### src/source/decode_defines.svh
`ifndef DECODE_DEFINES_SVH
`define DECODE_DEFINES_SVH

// Major opcodes in instr[6:2]
`define OPC_LOAD      5'b00000
`define OPC_STORE     5'b01000
`define OPC_BRANCH    5'b11000
`define OPC_JALR      5'b11001
`define OPC_JAL       5'b11011
`define OPC_AUIPC     5'b00101
`define OPC_LUI       5'b01101
`define OPC_OP_IMM    5'b00100
`define OPC_OP        5'b01100
`define OPC_SYSTEM    5'b11100

// funct3 of the integer ALU rows
`define F3_ADD        3'b000
`define F3_SLL        3'b001
`define F3_SLT        3'b010
`define F3_SLTU       3'b011
`define F3_XOR        3'b100
`define F3_SR         3'b101
`define F3_OR         3'b110
`define F3_AND        3'b111

// Load, store and branch widths/conditions
`define F3_LB         3'b000
`define F3_LH         3'b001
`define F3_LW         3'b010
`define F3_LBU        3'b100
`define F3_LHU        3'b101
`define F3_SB         3'b000
`define F3_SH         3'b001
`define F3_SW         3'b010
`define F3_BEQ        3'b000
`define F3_BNE        3'b001
`define F3_BLT        3'b100
`define F3_BGE        3'b101
`define F3_BLTU       3'b110
`define F3_BGEU       3'b111
`define F3_JALR       3'b000

// System row
`define F3_PRIV       3'b000
`define F3_CSRRW      3'b001
`define F3_CSRRS      3'b010
`define F3_CSRRC      3'b011
`define F3_CSRRWI     3'b101
`define F3_CSRRSI     3'b110
`define F3_CSRRCI     3'b111

`define F7_BASE       7'b0000000
`define F7_ALT        7'b0100000
`define F7_MULDIV     7'b0000001

`define F12_ECALL     12'b0000000_00000
`define F12_EBREAK    12'b0000000_00001
`define F12_MRET      12'b0011000_00010
`define F12_WFI       12'b0001000_00101

`define ALU_ADD       4'b0000
`define ALU_SUB       4'b0001
`define ALU_SLL       4'b0011
`define ALU_SLT       4'b0100
`define ALU_SLTU      4'b0101
`define ALU_XOR       4'b0110
`define ALU_SRL       4'b0111
`define ALU_SRA       4'b1000
`define ALU_OR        4'b1001
`define ALU_AND       4'b1010
`define ALU_LUI       4'b1100

`define UNIT_ALU      2'b00
`define UNIT_MDU      2'b01
`define UNIT_CSR      2'b11

`define WB_ALU        2'b00
`define WB_LOAD       2'b01
`define WB_PC4        2'b11

`define EXC_NONE      2'b00
`define EXC_ILLEGAL   2'b01
`define EXC_ECALL     2'b10
`define EXC_EBREAK    2'b11

`endif

### src/source/decode_pkg.sv
package decode_pkg;

   // Instruction fields
   typedef logic [31:0] instr_t;
   typedef logic [4:0]  opcode_t;
   typedef logic [4:0]  reg_idx_t;
   typedef logic [2:0]  funct3_t;
   typedef logic [6:0]  funct7_t;
   typedef logic [11:0] funct12_t;

   typedef logic [3:0]  alu_op_t;

   // Same encoding as funct3 of the M row
   typedef logic [2:0]  mdu_op_t;

   // 01 write, 10 set, 11 clear
   typedef logic [1:0]  csr_op_t;

   // 00 none, 01 illegal, 10 ecall, 11 ebreak
   typedef logic [1:0]  exc_t;

   // 00 ALU, 01 MDU, 11 CSR
   typedef logic [1:0]  unit_sel_t;

   // 00 ALU result, 01 load data, 11 pc+4
   typedef logic [1:0]  wb_sel_t;

   typedef struct packed {
      logic      is_mret;
      unit_sel_t unit_sel;
      logic      csr_en;
      csr_op_t   csr_op;
      logic      csr_imm_sel;
      exc_t      exception;
      alu_op_t   alu_op;
      logic      mdu_en;
      mdu_op_t   mdu_op;
      logic      rs2_negate;
      logic      reg_wr_en;
      wb_sel_t   wb_sel;
      logic      op1_pc_sel;
      logic      op2_imm_sel;
      logic      is_load;
      logic      is_store;
   } dec_ctrl_t;

   // One per sub-decoder
   typedef struct packed {
      logic      hit;
      dec_ctrl_t ctrl;
   } dec_result_t;

endpackage

### src/source/int_decoder.sv
`timescale 1ns/100ps
`include "decode_defines.svh"

module int_decoder (
   input  decode_pkg::instr_t      instr_i,
   output decode_pkg::dec_result_t result_o
);
   import decode_pkg::*;

   opcode_t   opcode;
   funct3_t   funct3;
   funct7_t   funct7;
   logic      hit;
   dec_ctrl_t ctrl;

   assign opcode = instr_i[6:2];
   assign funct3 = instr_i[14:12];
   assign funct7 = instr_i[31:25];

   // funct3 to ALU code for the base rows
   function automatic alu_op_t base_alu_op(input funct3_t f3);
      case (f3)
         `F3_ADD:  base_alu_op = `ALU_ADD;
         `F3_SLL:  base_alu_op = `ALU_SLL;
         `F3_SLT:  base_alu_op = `ALU_SLT;
         `F3_SLTU: base_alu_op = `ALU_SLTU;
         `F3_XOR:  base_alu_op = `ALU_XOR;
         `F3_SR:   base_alu_op = `ALU_SRL;
         `F3_OR:   base_alu_op = `ALU_OR;
         default:  base_alu_op = `ALU_AND;
      endcase
   endfunction

   always_comb begin
      hit           = 1'b0;
      ctrl          = '0;
      ctrl.unit_sel = `UNIT_ALU;
      ctrl.wb_sel   = `WB_ALU;
      ctrl.alu_op   = `ALU_ADD;
      case (opcode)
         `OPC_LOAD: begin
            hit              = funct3 inside {`F3_LB, `F3_LH, `F3_LW, `F3_LBU, `F3_LHU};
            ctrl.reg_wr_en   = 1'b1;
            ctrl.wb_sel      = `WB_LOAD;
            ctrl.op2_imm_sel = 1'b1;
            ctrl.is_load     = 1'b1;
         end
         `OPC_STORE: begin
            hit              = funct3 inside {`F3_SB, `F3_SH, `F3_SW};
            ctrl.op2_imm_sel = 1'b1;
            ctrl.is_store    = 1'b1;
         end
         `OPC_BRANCH: begin
            hit = funct3 inside {`F3_BEQ, `F3_BNE, `F3_BLT, `F3_BGE, `F3_BLTU, `F3_BGEU};
            // Target address pc + imm
            ctrl.op1_pc_sel  = 1'b1;
            ctrl.op2_imm_sel = 1'b1;
         end
         `OPC_JAL, `OPC_AUIPC: begin
            hit              = 1'b1;
            ctrl.reg_wr_en   = 1'b1;
            ctrl.wb_sel      = (opcode == `OPC_JAL) ? `WB_PC4 : `WB_ALU;
            ctrl.op1_pc_sel  = 1'b1;
            ctrl.op2_imm_sel = 1'b1;
         end
         `OPC_JALR: begin
            hit              = (funct3 == `F3_JALR);
            ctrl.reg_wr_en   = 1'b1;
            ctrl.wb_sel      = `WB_PC4;
            ctrl.op2_imm_sel = 1'b1;
         end
         `OPC_LUI: begin
            hit              = 1'b1;
            ctrl.alu_op      = `ALU_LUI;
            ctrl.reg_wr_en   = 1'b1;
            ctrl.op2_imm_sel = 1'b1;
         end
         `OPC_OP_IMM: begin
            ctrl.alu_op      = base_alu_op(funct3);
            ctrl.reg_wr_en   = 1'b1;
            ctrl.op2_imm_sel = 1'b1;
            // Shifts carry funct7 above shamt
            case (funct3)
               `F3_SLL: hit = (funct7 == `F7_BASE);
               `F3_SR: begin
                  hit = (funct7 == `F7_BASE) || (funct7 == `F7_ALT);
                  if (funct7 == `F7_ALT) begin
                     ctrl.alu_op = `ALU_SRA;
                  end
               end
               default: hit = 1'b1;
            endcase
         end
         `OPC_OP: begin
            ctrl.alu_op    = base_alu_op(funct3);
            ctrl.reg_wr_en = 1'b1;
            if (funct7 == `F7_BASE) begin
               hit = 1'b1;
            end else if (funct7 == `F7_ALT) begin
               case (funct3)
                  `F3_ADD: begin
                     hit             = 1'b1;
                     ctrl.alu_op     = `ALU_SUB;
                     ctrl.rs2_negate = 1'b1;
                  end
                  `F3_SR: begin
                     hit         = 1'b1;
                     ctrl.alu_op = `ALU_SRA;
                  end
                  default: hit = 1'b0;
               endcase
            end
         end
         default: hit = 1'b0;
      endcase
      // Misses carry nothing
      if (!hit) begin
         ctrl = '0;
      end
   end

   assign result_o.hit  = hit;
   assign result_o.ctrl = ctrl;

endmodule

### src/source/muldiv_decoder.sv
`timescale 1ns/100ps
`include "decode_defines.svh"

module muldiv_decoder (
   input  decode_pkg::instr_t      instr_i,
   output decode_pkg::dec_result_t result_o
);
   import decode_pkg::*;

   opcode_t   opcode;
   funct7_t   funct7;
   logic      hit;
   dec_ctrl_t ctrl;

   assign opcode = instr_i[6:2];
   assign funct7 = instr_i[31:25];

   // All eight funct3 values are defined in the M row
   assign hit = (opcode == `OPC_OP) && (funct7 == `F7_MULDIV);

   always_comb begin
      ctrl = '0;
      if (hit) begin
         ctrl.unit_sel  = `UNIT_MDU;
         ctrl.mdu_en    = 1'b1;
         ctrl.mdu_op    = mdu_op_t'(instr_i[14:12]);
         ctrl.reg_wr_en = 1'b1;
      end
   end

   assign result_o.hit  = hit;
   assign result_o.ctrl = ctrl;

endmodule

### src/source/system_decoder.sv
`timescale 1ns/100ps
`include "decode_defines.svh"

module system_decoder (
   input  decode_pkg::instr_t      instr_i,
   output decode_pkg::dec_result_t result_o
);
   import decode_pkg::*;

   opcode_t   opcode;
   funct3_t   funct3;
   funct12_t  funct12;
   reg_idx_t  rd;
   reg_idx_t  rs1;
   logic      hit;
   dec_ctrl_t ctrl;

   assign opcode  = instr_i[6:2];
   assign funct3  = instr_i[14:12];
   assign funct12 = instr_i[31:20];
   assign rd      = instr_i[11:7];
   assign rs1     = instr_i[19:15];

   always_comb begin
      hit  = 1'b0;
      ctrl = '0;
      if (opcode == `OPC_SYSTEM) begin
         case (funct3)
            `F3_CSRRW, `F3_CSRRS, `F3_CSRRC,
            `F3_CSRRWI, `F3_CSRRSI, `F3_CSRRCI: begin
               hit              = 1'b1;
               ctrl.unit_sel    = `UNIT_CSR;
               ctrl.csr_en      = 1'b1;
               // funct3[1:0] already is the csr_op encoding
               ctrl.csr_op      = csr_op_t'(funct3[1:0]);
               ctrl.csr_imm_sel = funct3[2];
               ctrl.reg_wr_en   = 1'b1;
            end
            `F3_PRIV: begin
               if (rd == '0 && rs1 == '0) begin
                  case (funct12)
                     `F12_ECALL: begin
                        hit            = 1'b1;
                        ctrl.exception = `EXC_ECALL;
                     end
                     `F12_EBREAK: begin
                        hit            = 1'b1;
                        ctrl.exception = `EXC_EBREAK;
                     end
                     `F12_MRET: begin
                        hit          = 1'b1;
                        ctrl.is_mret = 1'b1;
                     end
                     // WFI behaves as a nop
                     `F12_WFI: hit = 1'b1;
                     default:  hit = 1'b0;
                  endcase
               end
            end
            default: hit = 1'b0;
         endcase
      end
   end

   assign result_o.hit  = hit;
   assign result_o.ctrl = ctrl;

endmodule

### src/source/ctrl_merge_stage.sv
`timescale 1ns/100ps
`include "decode_defines.svh"

module ctrl_merge_stage (
   input  logic                    clk_i,
   input  logic                    rst_n_i,
   input  logic                    instr_valid_i,
   input  decode_pkg::dec_result_t int_res_i,
   input  decode_pkg::dec_result_t mdu_res_i,
   input  decode_pkg::dec_result_t sys_res_i,
   output decode_pkg::dec_ctrl_t   ctrl_o,
   output logic                    ctrl_valid_o
);
   import decode_pkg::*;

   dec_ctrl_t sel_ctrl;

   // Decoders are mutually exclusive, so order is arbitrary
   always_comb begin
      if (int_res_i.hit) begin
         sel_ctrl = int_res_i.ctrl;
      end else if (mdu_res_i.hit) begin
         sel_ctrl = mdu_res_i.ctrl;
      end else if (sys_res_i.hit) begin
         sel_ctrl = sys_res_i.ctrl;
      end else begin
         sel_ctrl           = '0;
         sel_ctrl.exception = `EXC_ILLEGAL;
      end
   end

   // Output holds when no strobe is sampled
   always_ff @(posedge clk_i) begin
      if (!rst_n_i) begin
         ctrl_valid_o <= 1'b0;
         ctrl_o       <= '0;
      end else begin
         ctrl_valid_o <= instr_valid_i;
         if (instr_valid_i) begin
            ctrl_o <= sel_ctrl;
         end
      end
   end

   // No encoding may be claimed by two decoders
   a_one_hit: assert property (
      @(posedge clk_i) disable iff (!rst_n_i)
      instr_valid_i |-> $onehot0({int_res_i.hit, mdu_res_i.hit, sys_res_i.hit})
   ) else $error("more than one decoder hit");

   // Trapping instructions never retire a register write
   a_exc_no_wr: assert property (
      @(posedge clk_i) disable iff (!rst_n_i)
      (ctrl_valid_o && ctrl_o.exception != `EXC_NONE) |-> !ctrl_o.reg_wr_en
   ) else $error("exception with reg_wr_en set");

endmodule

### src/source/rv_decoder_top.sv
`timescale 1ns/100ps

module rv_decoder_top (
   input  logic                  clk_i,
   input  logic                  rst_n_i,
   input  decode_pkg::instr_t    instr_i,
   input  logic                  instr_valid_i,
   output decode_pkg::dec_ctrl_t ctrl_o,
   output logic                  ctrl_valid_o
);
   import decode_pkg::*;

   dec_result_t int_res;
   dec_result_t mdu_res;
   dec_result_t sys_res;

   int_decoder u_int_dec (
      .instr_i  (instr_i),
      .result_o (int_res)
   );

   muldiv_decoder u_mdu_dec (
      .instr_i  (instr_i),
      .result_o (mdu_res)
   );

   system_decoder u_sys_dec (
      .instr_i  (instr_i),
      .result_o (sys_res)
   );

   // Single register stage
   ctrl_merge_stage u_merge (
      .clk_i         (clk_i),
      .rst_n_i       (rst_n_i),
      .instr_valid_i (instr_valid_i),
      .int_res_i     (int_res),
      .mdu_res_i     (mdu_res),
      .sys_res_i     (sys_res),
      .ctrl_o        (ctrl_o),
      .ctrl_valid_o  (ctrl_valid_o)
   );

endmodule

### config.mk
export PLATFORM = sky130hd
export DESIGN_NAME = rv_decoder_top
export DESIGN_NICKNAME = d
export VERILOG_FILES = /design/src/source/decode_pkg.sv /design/src/source/int_decoder.sv /design/src/source/muldiv_decoder.sv /design/src/source/system_decoder.sv /design/src/source/ctrl_merge_stage.sv /design/src/source/rv_decoder_top.sv
export VERILOG_INCLUDE_DIRS = /design/src /design/src/source
export SDC_FILE = /design/constraint.sdc
export NUM_CORES = 1
export LEC_CHECK = 0
export ABC_AREA = 0
export ABC_CLOCK_PERIOD_IN_PS = 4900
export BUFFER_PORTS_ARGS = -buffer_cell sky130_fd_sc_hd__buf_2
export CAP_MARGIN = 20
export CORE_MARGIN = 2
export CORE_UTILIZATION = 50
export DETAILED_ROUTE_END_ITERATION = 10
export PLACE_DENSITY = 0.95
export SLEW_MARGIN = 10
export SYNTH_ARGS = -nofsm -noshare
export SYNTH_HDL_FRONTEND = slang
export SYNTH_SLANG_ARGS = --single-unit
### constraint.sdc
create_clock -name clk_i -period 4.9 [get_ports clk_i]
set_input_delay 1.47 -clock clk_i [delete_from_list [all_inputs] [get_ports clk_i]]
set_output_delay 1.47 -clock clk_i [all_outputs]
set_load 0.005 [all_outputs]
# After elaboration in Yosys (flattened, before gate mapping)
# Cells that the tools add are included.
# totals
reg_bits	26
input_bits	35
out_inout_bits	26
wordCells	98
# classes
eq_ne	21
mux	40
reduce_logical	20
# ops
op	n
$mux W25	3
$pmux W4 S7	1
$eq A5 B5 Y1 const B	4
$mux W1	20
$mux W4	4
$eq A5 B4 Y1 const B	3
$logic_not A5 Y1	3
$eq A12 B1 Y1 const B	1
$eq A12 B10 Y1 const B	1
$eq A12 B9 Y1 const B	1
$eq A3 B3 Y1 const B	4
$logic_not A12 Y1	1
$pmux W4 S3	1
$eq A5 B3 Y1 const B	2
$mux W9	1
$pmux W4 S2	1
$reduce_or A8 Y1	1
$eq A7 B1 Y1 const B	1
$eq A7 B6 Y1 const B	1
$logic_not A7 Y1	1
$pmux W1 S7	1
$reduce_or A7 Y1	1
$eq A3 B2 Y1 const B	2
$mux W2	3
15 further kinds	19

# Longest topological paths before layout
# Gate-level depths: netlist of the first run.
# logic_depth
ltp_word	9
ltp_mapped	7
depth_no_buf	6

# Hierarchy
# Synthesis of the first run repeated with hierarchy kept, for this count alone.
# hier_totals
hier_cells	319
area_unflattened_um2	2633.8
# by_module_without_submodules
mod	instances	cells_per_inst	area_per_inst_um2	seq_area_each_um2
ctrl_merge_stage	1	150	1327.5	520.5
int_decoder	1	90	719.4	0.0
system_decoder	1	45	317.8	0.0
muldiv_decoder	1	34	269.0	0.0

# Worst setup path after synthesis of the first run
# Ideal clock, no wire load.
# synth_timing
kind	input port to flip-flop
startpoint	input instr_i[25]
endpoint	register, netlist name u_merge.ctrl_o[14]
setup_time_ns	0.117
arrival_time_ns	2.879
t_required_ns	4.783
setup_slack_ns	1.904
stages	6
path_buffers	0
path_cell_list	or4_4 -> nor4_2 -> and2_1 -> or4b_1 -> o311ai_1 -> a32o_1
# synth_between
elab_chain_len	5
elab_cells_between_ends	16
classes_between	eq/ne (2); mux (11); reduce/logical (3)
# synth_lines
item	line_no	text
from (decl)	rv_decoder_top.sv:6	input decode_pkg::instr_t instr_i,
$eq A7 B6 Y1 (no line) or $logic_not A7 Y1 (tied branches)	-	
$logic_or A1 B1 Y1 (tied with other cells)	int_decoder.sv:86	hit = (funct7 == `F7_BASE) || (funct7 == `F7_ALT);
$pmux W1 S2 (tied with other cells)	int_decoder.sv:83	case (funct3)
$pmux W1 S7 or $pmux W4 S3 (tied branches)	int_decoder.sv:40	case (opcode)
$mux W25 *	ctrl_merge_stage.sv:20	if (int_res_i.hit) begin
# Every way passes the cells marked *; elsewhere a longest branch is shown, timed or not.
# A chain may end at the register's enable or synchronous reset.

# Final worst setup path of the first run
# layout_timing
startpoint	input instr_i[5]
endpoint	register, netlist name u_merge.ctrl_o[1]
# layout_between
elab_chain_len	4
elab_cells_between_ends	15
classes_between	eq/ne (8); mux (4); reduce/logical (3)
# layout_lines
item	line_no
$eq A5 B4 Y1 (tied with other cells)	int_decoder.sv:40
$reduce_or A3 Y1 (no line) or $logic_and A1 B1 Y1 (tied branches)	-
$pmux W1 S7 or $mux W25 (tied branches)	int_decoder.sv:40, ctrl_merge_stage.sv:22
$mux W25 *	ctrl_merge_stage.sv:20
# Marks and branches as above.

==> impl_results.md, run 1 <==
- Outcome: complete, no violations
- Synthesis-to-finish area growth: 21.0%
- Commonest non-fill, non-tap cell in the layout: buf_2
- Mapped Nets: 207
- Max Transition Viols Final: 0
- Register area: 500 µm²
- CP Launch Point: instr_i[5]
- First-pass GRT wire length: 6000 µm
- Mean post-synth cell area: ~8.4 µm²
- Commonest cells after routing, fill and taps aside: buf_2 (58), dfxtp_1 (25), nor2_1 (17), nand2_1 (14), a22o_1 (10)
- Area of the multi-input gates: about 900 µm²
- Final std cells w/o fill: 253
- Top-Level Pins: 61
- Drt total wl: 3560 µm
- Post-synthesis cell count: 172
- RSZ-0062 raised after global routing: false
- Synth area leaders: dfxtp_1 (35%), a22o_1 (6.0%), nor2_1 (4.4%)
- Max_cap viols: 0
- Sum Neg Setup Slack: 0 ns
- Nets@finish: 258
- Crit path largest cell delay: 0.43 ns
- Final Skew: 0 ns
- Root buffer cell: clkbuf_4
- Post-CTS setup buffers: 0
- Synth Register Bits: 25
- Post-Place Cells: ~250
- CP cell instances: buf_2, nand2_1, nor3b_1, a21oi_1, o211ai_2, o31a_4, a32o_1
- Warnings, synthesis: 0
- Peak VDD IR: 0.000211 V
- CTS sink count: 25
- Crit. End Element: flop
- R2r setup slk: about 4.3 ns
- Die Y: 57.8 µm
- All-Layer GR Usage: 22.6%
- Largest net degree at the start of global routing: 17
- Die width: 57.8 µm
- TritonCTS Buffers: 3
- WL per Instance: 14.1 µm
- Cell Rows: 19
- Crit path arrival time: 3.20 ns
- Worst Setup Start Kind: input pin
- Worst path required time: slightly above 5 ns
- CTS tree: done
- Min Tclk post-route: 2.93 ns
- H-tree depth: 1
- Main combinational cell family by area after synthesis: simple AND/OR/NAND/NOR gates
- Pwr Total: between 300 and 400 µW
- Worst-Skew Late Latency: 0.32 ns
- Slew headroom: a little under two fifths
- Yosys cell types: 51
- Adder-Cell Fraction of Synth Area: 0%
- Initial Util: 52.5%
- PortBufs: 58
- Worst Tran Pin Value: approximately 0.94 ns
- Pre-CTS WS: 1.65 ns
- Final WS setup: 1.97 ns
- Leakage: 0.000774 µW
- Via count: roughly 1,600
- Final setup fails: 0
- Area leader, netlist: dfxtp_1
- Fmax: 342 MHz
- Area of the core: 0.00276 mm²
- Diodes inserted: 0
- Sequential area share after synthesis: 34.5%
- Critical-path top delay cell: nor3b_1
- Layout cells sized above 1: a little under a third
- Antenna violations before repair: 0
- Fillcell total: 261
- Die area: between 0.003 and 0.004 mm²
- GPL Wtd Cong: approximately 0.89
- Mux cell area share after synthesis: 2.07%
- GRT overflow: 0
- CTS Hold Buffers Added: 0
- Synth Area in XOR/XNOR: 0.604%
- CP max FO: 16
- Maximum clock path buffer count: 2
- CP endpoint: u_merge.ctrl_o[1]
- Hpwl dp: 2780 µm
- Simple-gate share of the synthesized area: 30.1%
- Worst r2r path cells: 1
- DRT Pass-1 Iters: 4
- Post-route DRC: 0
- Hold Fails Final Rpt: 0
- Compound-cell area share of the yosys netlist: about 28%
- Hold Crit Class: reg2reg
- Tcrit/Tclk final: 59.8%
- WHS: 0.467 ns
- Worst-path clk slew: 0.12 ns
- CTS resizes: 0
- Initial DRC count: 43
- RR Startpoint: u_merge.ctrl_o[4]
- Cell Area, Synth: around 0.0014 mm²
- PwrDens: 207 mW/mm²
- Post-route ant nets: 0
- Area share of the largest cell type after synthesis: roughly a third
- Vias per cell: 6.14
- Critical path class: in2reg
- FF-to-FF End: u_merge.ctrl_o[4]
- Vias in the first global route: 1,340
-- per-stage QoR --
step / area, µm² / util, %
floorplan: 1450 / -
global placement: 1730 / 62.6
detailed placement: 1730 / 62.6
CTS: 1750 / 63.6
global route: 1750 / 63.6
finish: 1750 / 63.6
-- synth_stat cells, drive strengths merged --
library cell,number
dfxtp,25
nor2,17
nand2,14
a22o,10
a21boi,7
clkbuf,7
nand3,7
inv,6
nor3,6
o21ai,6
a32o,5
buf,5
nor2b,5
nor4,5
a31oi,4
nand4,4
a21oi,3
mux2i,3
nand2b,3
and3,2
and4,2
nand3b,2
o211ai,2
or3,2
or4,2
a211o,1
a211oi,1
a311oi,1
a31o,1
a32oi,1
and2,1
and2b,1
nor3b,1
nor4b,1
nor4bb,1
o2111ai,1
o2bb2ai,1
o311ai,1
o31a,1
o31ai,1
o41ai,1
or4b,1
xor2,1
-- where the power goes --
group          switching (µW)  internal [µW]  leakage, µW
Clock                    57.9           31.9    0.0000150
Combinational            39.3           26.2     0.000556
Sequential               1.22            206     0.000202
-- flip-flops by register name, summed over array words and instances (netlist names) --
register	cells
u_merge.ctrl_valid_o	1
u_merge.ctrl_o	24
-- how the worst min path moves through the flow --
stage	slack, ns	endpoint	cells after the start	startpoint
after floorplan	0.44	u_merge.ctrl_o[16]	2	u_merge.ctrl_o[16]
after global placement	0.44	u_merge.ctrl_o[22]	2	u_merge.ctrl_o[22]
after detailed placement	0.45	u_merge.ctrl_o[16]	2	u_merge.ctrl_o[16]
after CTS	0.47	u_merge.ctrl_o[16]	2	u_merge.ctrl_o[16]
after global routing	0.51	u_merge.ctrl_o[16]	2	u_merge.ctrl_o[16]
final	0.47	u_merge.ctrl_o[16]	2	u_merge.ctrl_o[16]
-- layout make-up --
| class | instances | area share (%) |
|---|---|---|
| Timing Repair Buffer | 58 | 16.6 |
| Multi-Input combinational cell | 129 | 49.9 |
| Inverter | 6 | 1.28 |
| Sequential cell | 25 | 28.6 |
| Tap cell | 31 | 2.21 |
| Clock buffer | 4 | 1.50 |
-- critical path, delay by kind of cell --
family,cells,cell delay (ns)
AND/OR/NAND/NOR,2,0.59
AO/OA/AOI/OAI,4,0.84
buffers and inverters,1,0.28
-- routing by layer --
layer	track usage [%]	part of all wire (%)	up-vias
met1	30.9	44	715
li1	-	-	750
met2	35.2	44	79
met5	0	0	-
met4	12.0	2.9	0
met3	2.23	8.3	9
-- cell families after synthesis --
group                  count (synthesis)
multiplexers                           3
XOR/XNOR                               1
AND/OR/NAND/NOR                       77
buffers and inverters                 18
flip-flops                            25
AO/OA/AOI/OAI                         48
Power figures use the tool's default switching activity.
==> run 2: changes to the inputs <==
- ABC_CLOCK_PERIOD_IN_PS: 4900 -> 2640
- CORE_UTILIZATION: 50 -> 43
- PLACE_DENSITY: 0.95 -> 0.88
- clock period: 4.9 -> 2.64 ns (I/O delays scaled with it)
==> run 2 against run 1 <==
  * First-iteration DRC count down 14%
  * Clock-buffer cell count shrank 1
  * Sequential power is 86% higher
  * Routed wire length increased by 0.25%
  * Clock skew unchanged
  * Register-to-register slack got worse by 2.2 ns
  * Final cell count rose by 9.1%
  * Critical path depth did not move
  * Critical endpoint unchanged
  * Highest routed layer unchanged
==> impl_results.md, run 2 (synthesized netlist as in run 1, its figures left out) <==
- Crit. End Element: flop
- Largest net degree at the start of global routing: 16
- DRT Pass-1 Iters: 4
- Vias per cell: 5.51
- CTS Hold Buffers Added: 0
- Worst Setup Start Kind: input pin
- Initial Util: 44.1%
- First-pass GRT wire length: 5980 µm
- Area of the multi-input gates: 875 µm²
- WL per Instance: 12.9 µm
- Hold Crit Depth: 2
- Worst Tran Pin Value: roughly 0.42 ns
- Nets@finish: 266
- Slew headroom: 71.7%
- Critical-path top delay cell: or4_4
- Worst-path clk slew: 0.14 ns
- Vias in the first global route: 1,343
- CP Launch Point: instr_i[25]
- Tcrit/Tclk final: 82.5%
- CTS resizes: 0
- Min Tclk post-route: about 2.2 ns
- RR Startpoint: u_merge.ctrl_o[0]
- R2r setup slk: 2.01 ns
- Top-Level Pins: 61
- Synthesis-to-finish area growth: 26.7%
- Crit path largest cell delay: 0.55 ns
- Critical path class: in2reg
- Worst path required time: just under 3 ns
- Fillcell total: 321
- Hpwl dp: between 2000 and 3000 µm
- RSZ-0062 raised after global routing: false
- CP max FO: 6
- H-tree depth: 1
- Hold Crit Class: reg2reg
- Leakage: between 0.0008 and 0.0009 µW
- Root buffer cell: clkbuf_4
- Post-CTS setup buffers: 0
- Pwr Total: 690 µW
- Initial DRC count: 37
- Register area: roughly 500 µm²
- Post-route ant nets: 0
- Die Y: between 60 and 70 µm
- All-Layer GR Usage: 20.5%
- Sum Neg Setup Slack: 0 ns
- Post-Place Cells: 272
- GPL Wtd Cong: 0.881
- Die width: 62.0 µm
- Worst r2r path cells: 2
- Fmax: approximately 460 MHz
- Final WS setup: 0.462 ns
- Final Skew: 0 ns
- Max_cap viols: 0
- Outcome: complete, no violations
- Crit path arrival time: 2.45 ns
- CTS tree: done
- Maximum clock path buffer count: 2
- Max reg flops: 24
- Area of the core: 0.00328 mm²
- End of the worst hold path: u_merge.ctrl_o[22]
- Post-route DRC: 0
- Antenna violations before repair: 0
- Commonest cells after routing, fill and taps aside: buf_2 (58), dfxtp_1 (25), nor2_1 (17), nand2_1 (14), a22o_1 (10)
- Most flop-heavy register: u_merge.ctrl_o
- CP cell instances: buf_2, or4_4, nor3_2, o21ai_2, a211oi_4, o31a_4, a32o_1
- WHS: 0.479 ns
- Final setup fails: 0
- CTS sink count: 25
- FF-to-FF End: u_merge.ctrl_o[0]
- PortBufs: between 50 and 60
- Drt total wl: roughly 3600 µm
- Min-delay src: u_merge.ctrl_o[22]
- GRT overflow: 0
- PwrDens: 376 mW/mm²
- Hold Fails Final Rpt: 0
- Commonest non-fill, non-tap cell in the layout: buf_2
- Final std cells w/o fill: 276
- Worst-Skew Late Latency: 0.32 ns
- Biggest regs: u_merge.ctrl_o x24, u_merge.ctrl_valid_o x1
- Layout cells sized above 1: 34.8%
- Diodes inserted: 0
- TritonCTS Buffers: 3
- Die area: 0.00385 mm²
- Max Transition Viols Final: 0
- Cell Rows: 21
- Via count: roughly 1,500
- Peak VDD IR: 0.000217 V
- Pre-CTS WS: 0.115 ns
run 2: changes by cell type in the layout (fill, tap and decap cells not counted), sizes merged:
| cell | change |
|---|---|
| clkbuf | -1 |
| buf | +8 |
| clkinvlp | +1 |
run 2: routing by layer:
metal  GRT usage [%]  wire, µm  vias up
met1            27.6      1580      688
met2            32.1      1630       66
met3            4.35       335        2
li1                -         -      766
met4            7.90        19        0
met5               0         0        -
run 2: how the worst max path moves through the flow:
stage / endpoint / slack [ns] / cells past startpoint
after floorplan: u_merge.ctrl_o[14] / 0.32 / 6
after global placement: u_merge.ctrl_o[24] / 0.14 / 6
after detailed placement: u_merge.ctrl_o[20] / 0.11 / 6
after CTS: u_merge.ctrl_o[20] / 0.45 / 6
after global routing: u_merge.ctrl_o[19] / 0.32 / 6
final: u_merge.ctrl_o[1] / 0.46 / 7
run 2: per-stage QoR:
stage	instance area, µm²	util (%)
6_report	1840	55.9
4_1_cts	1840	55.9
3_5_place_dp	1810	55.0
3_3_place_gp	1810	55.0
5_1_grt	1840	55.9
2_1_floorplan	1450	-
run 2: final cells by class:
cell class / count / area share [%]
clock buffers: 3 / 1.23
inverters: 6 / 1.23
well taps: 46 / 3.14
clock inverters: 1 / 0.409
flip-flops and latches: 25 / 27.3
multi-input cells: 129 / 47.6
repair buffers: 66 / 19.1
run 2: where the power goes:
part	internal (µW)	switching, µW	leakage, µW
logic	54.1	74.5	0.000597
registers	382	2.05	0.000202
clock network	57.9	120	0.0000139
total	494	196	0.000814
run 2: critical path, delay by kind of cell:
family	cells	cell delay (ns)
simple gates	2	0.74
buf+inv	1	0.11
compound gates	4	0.82
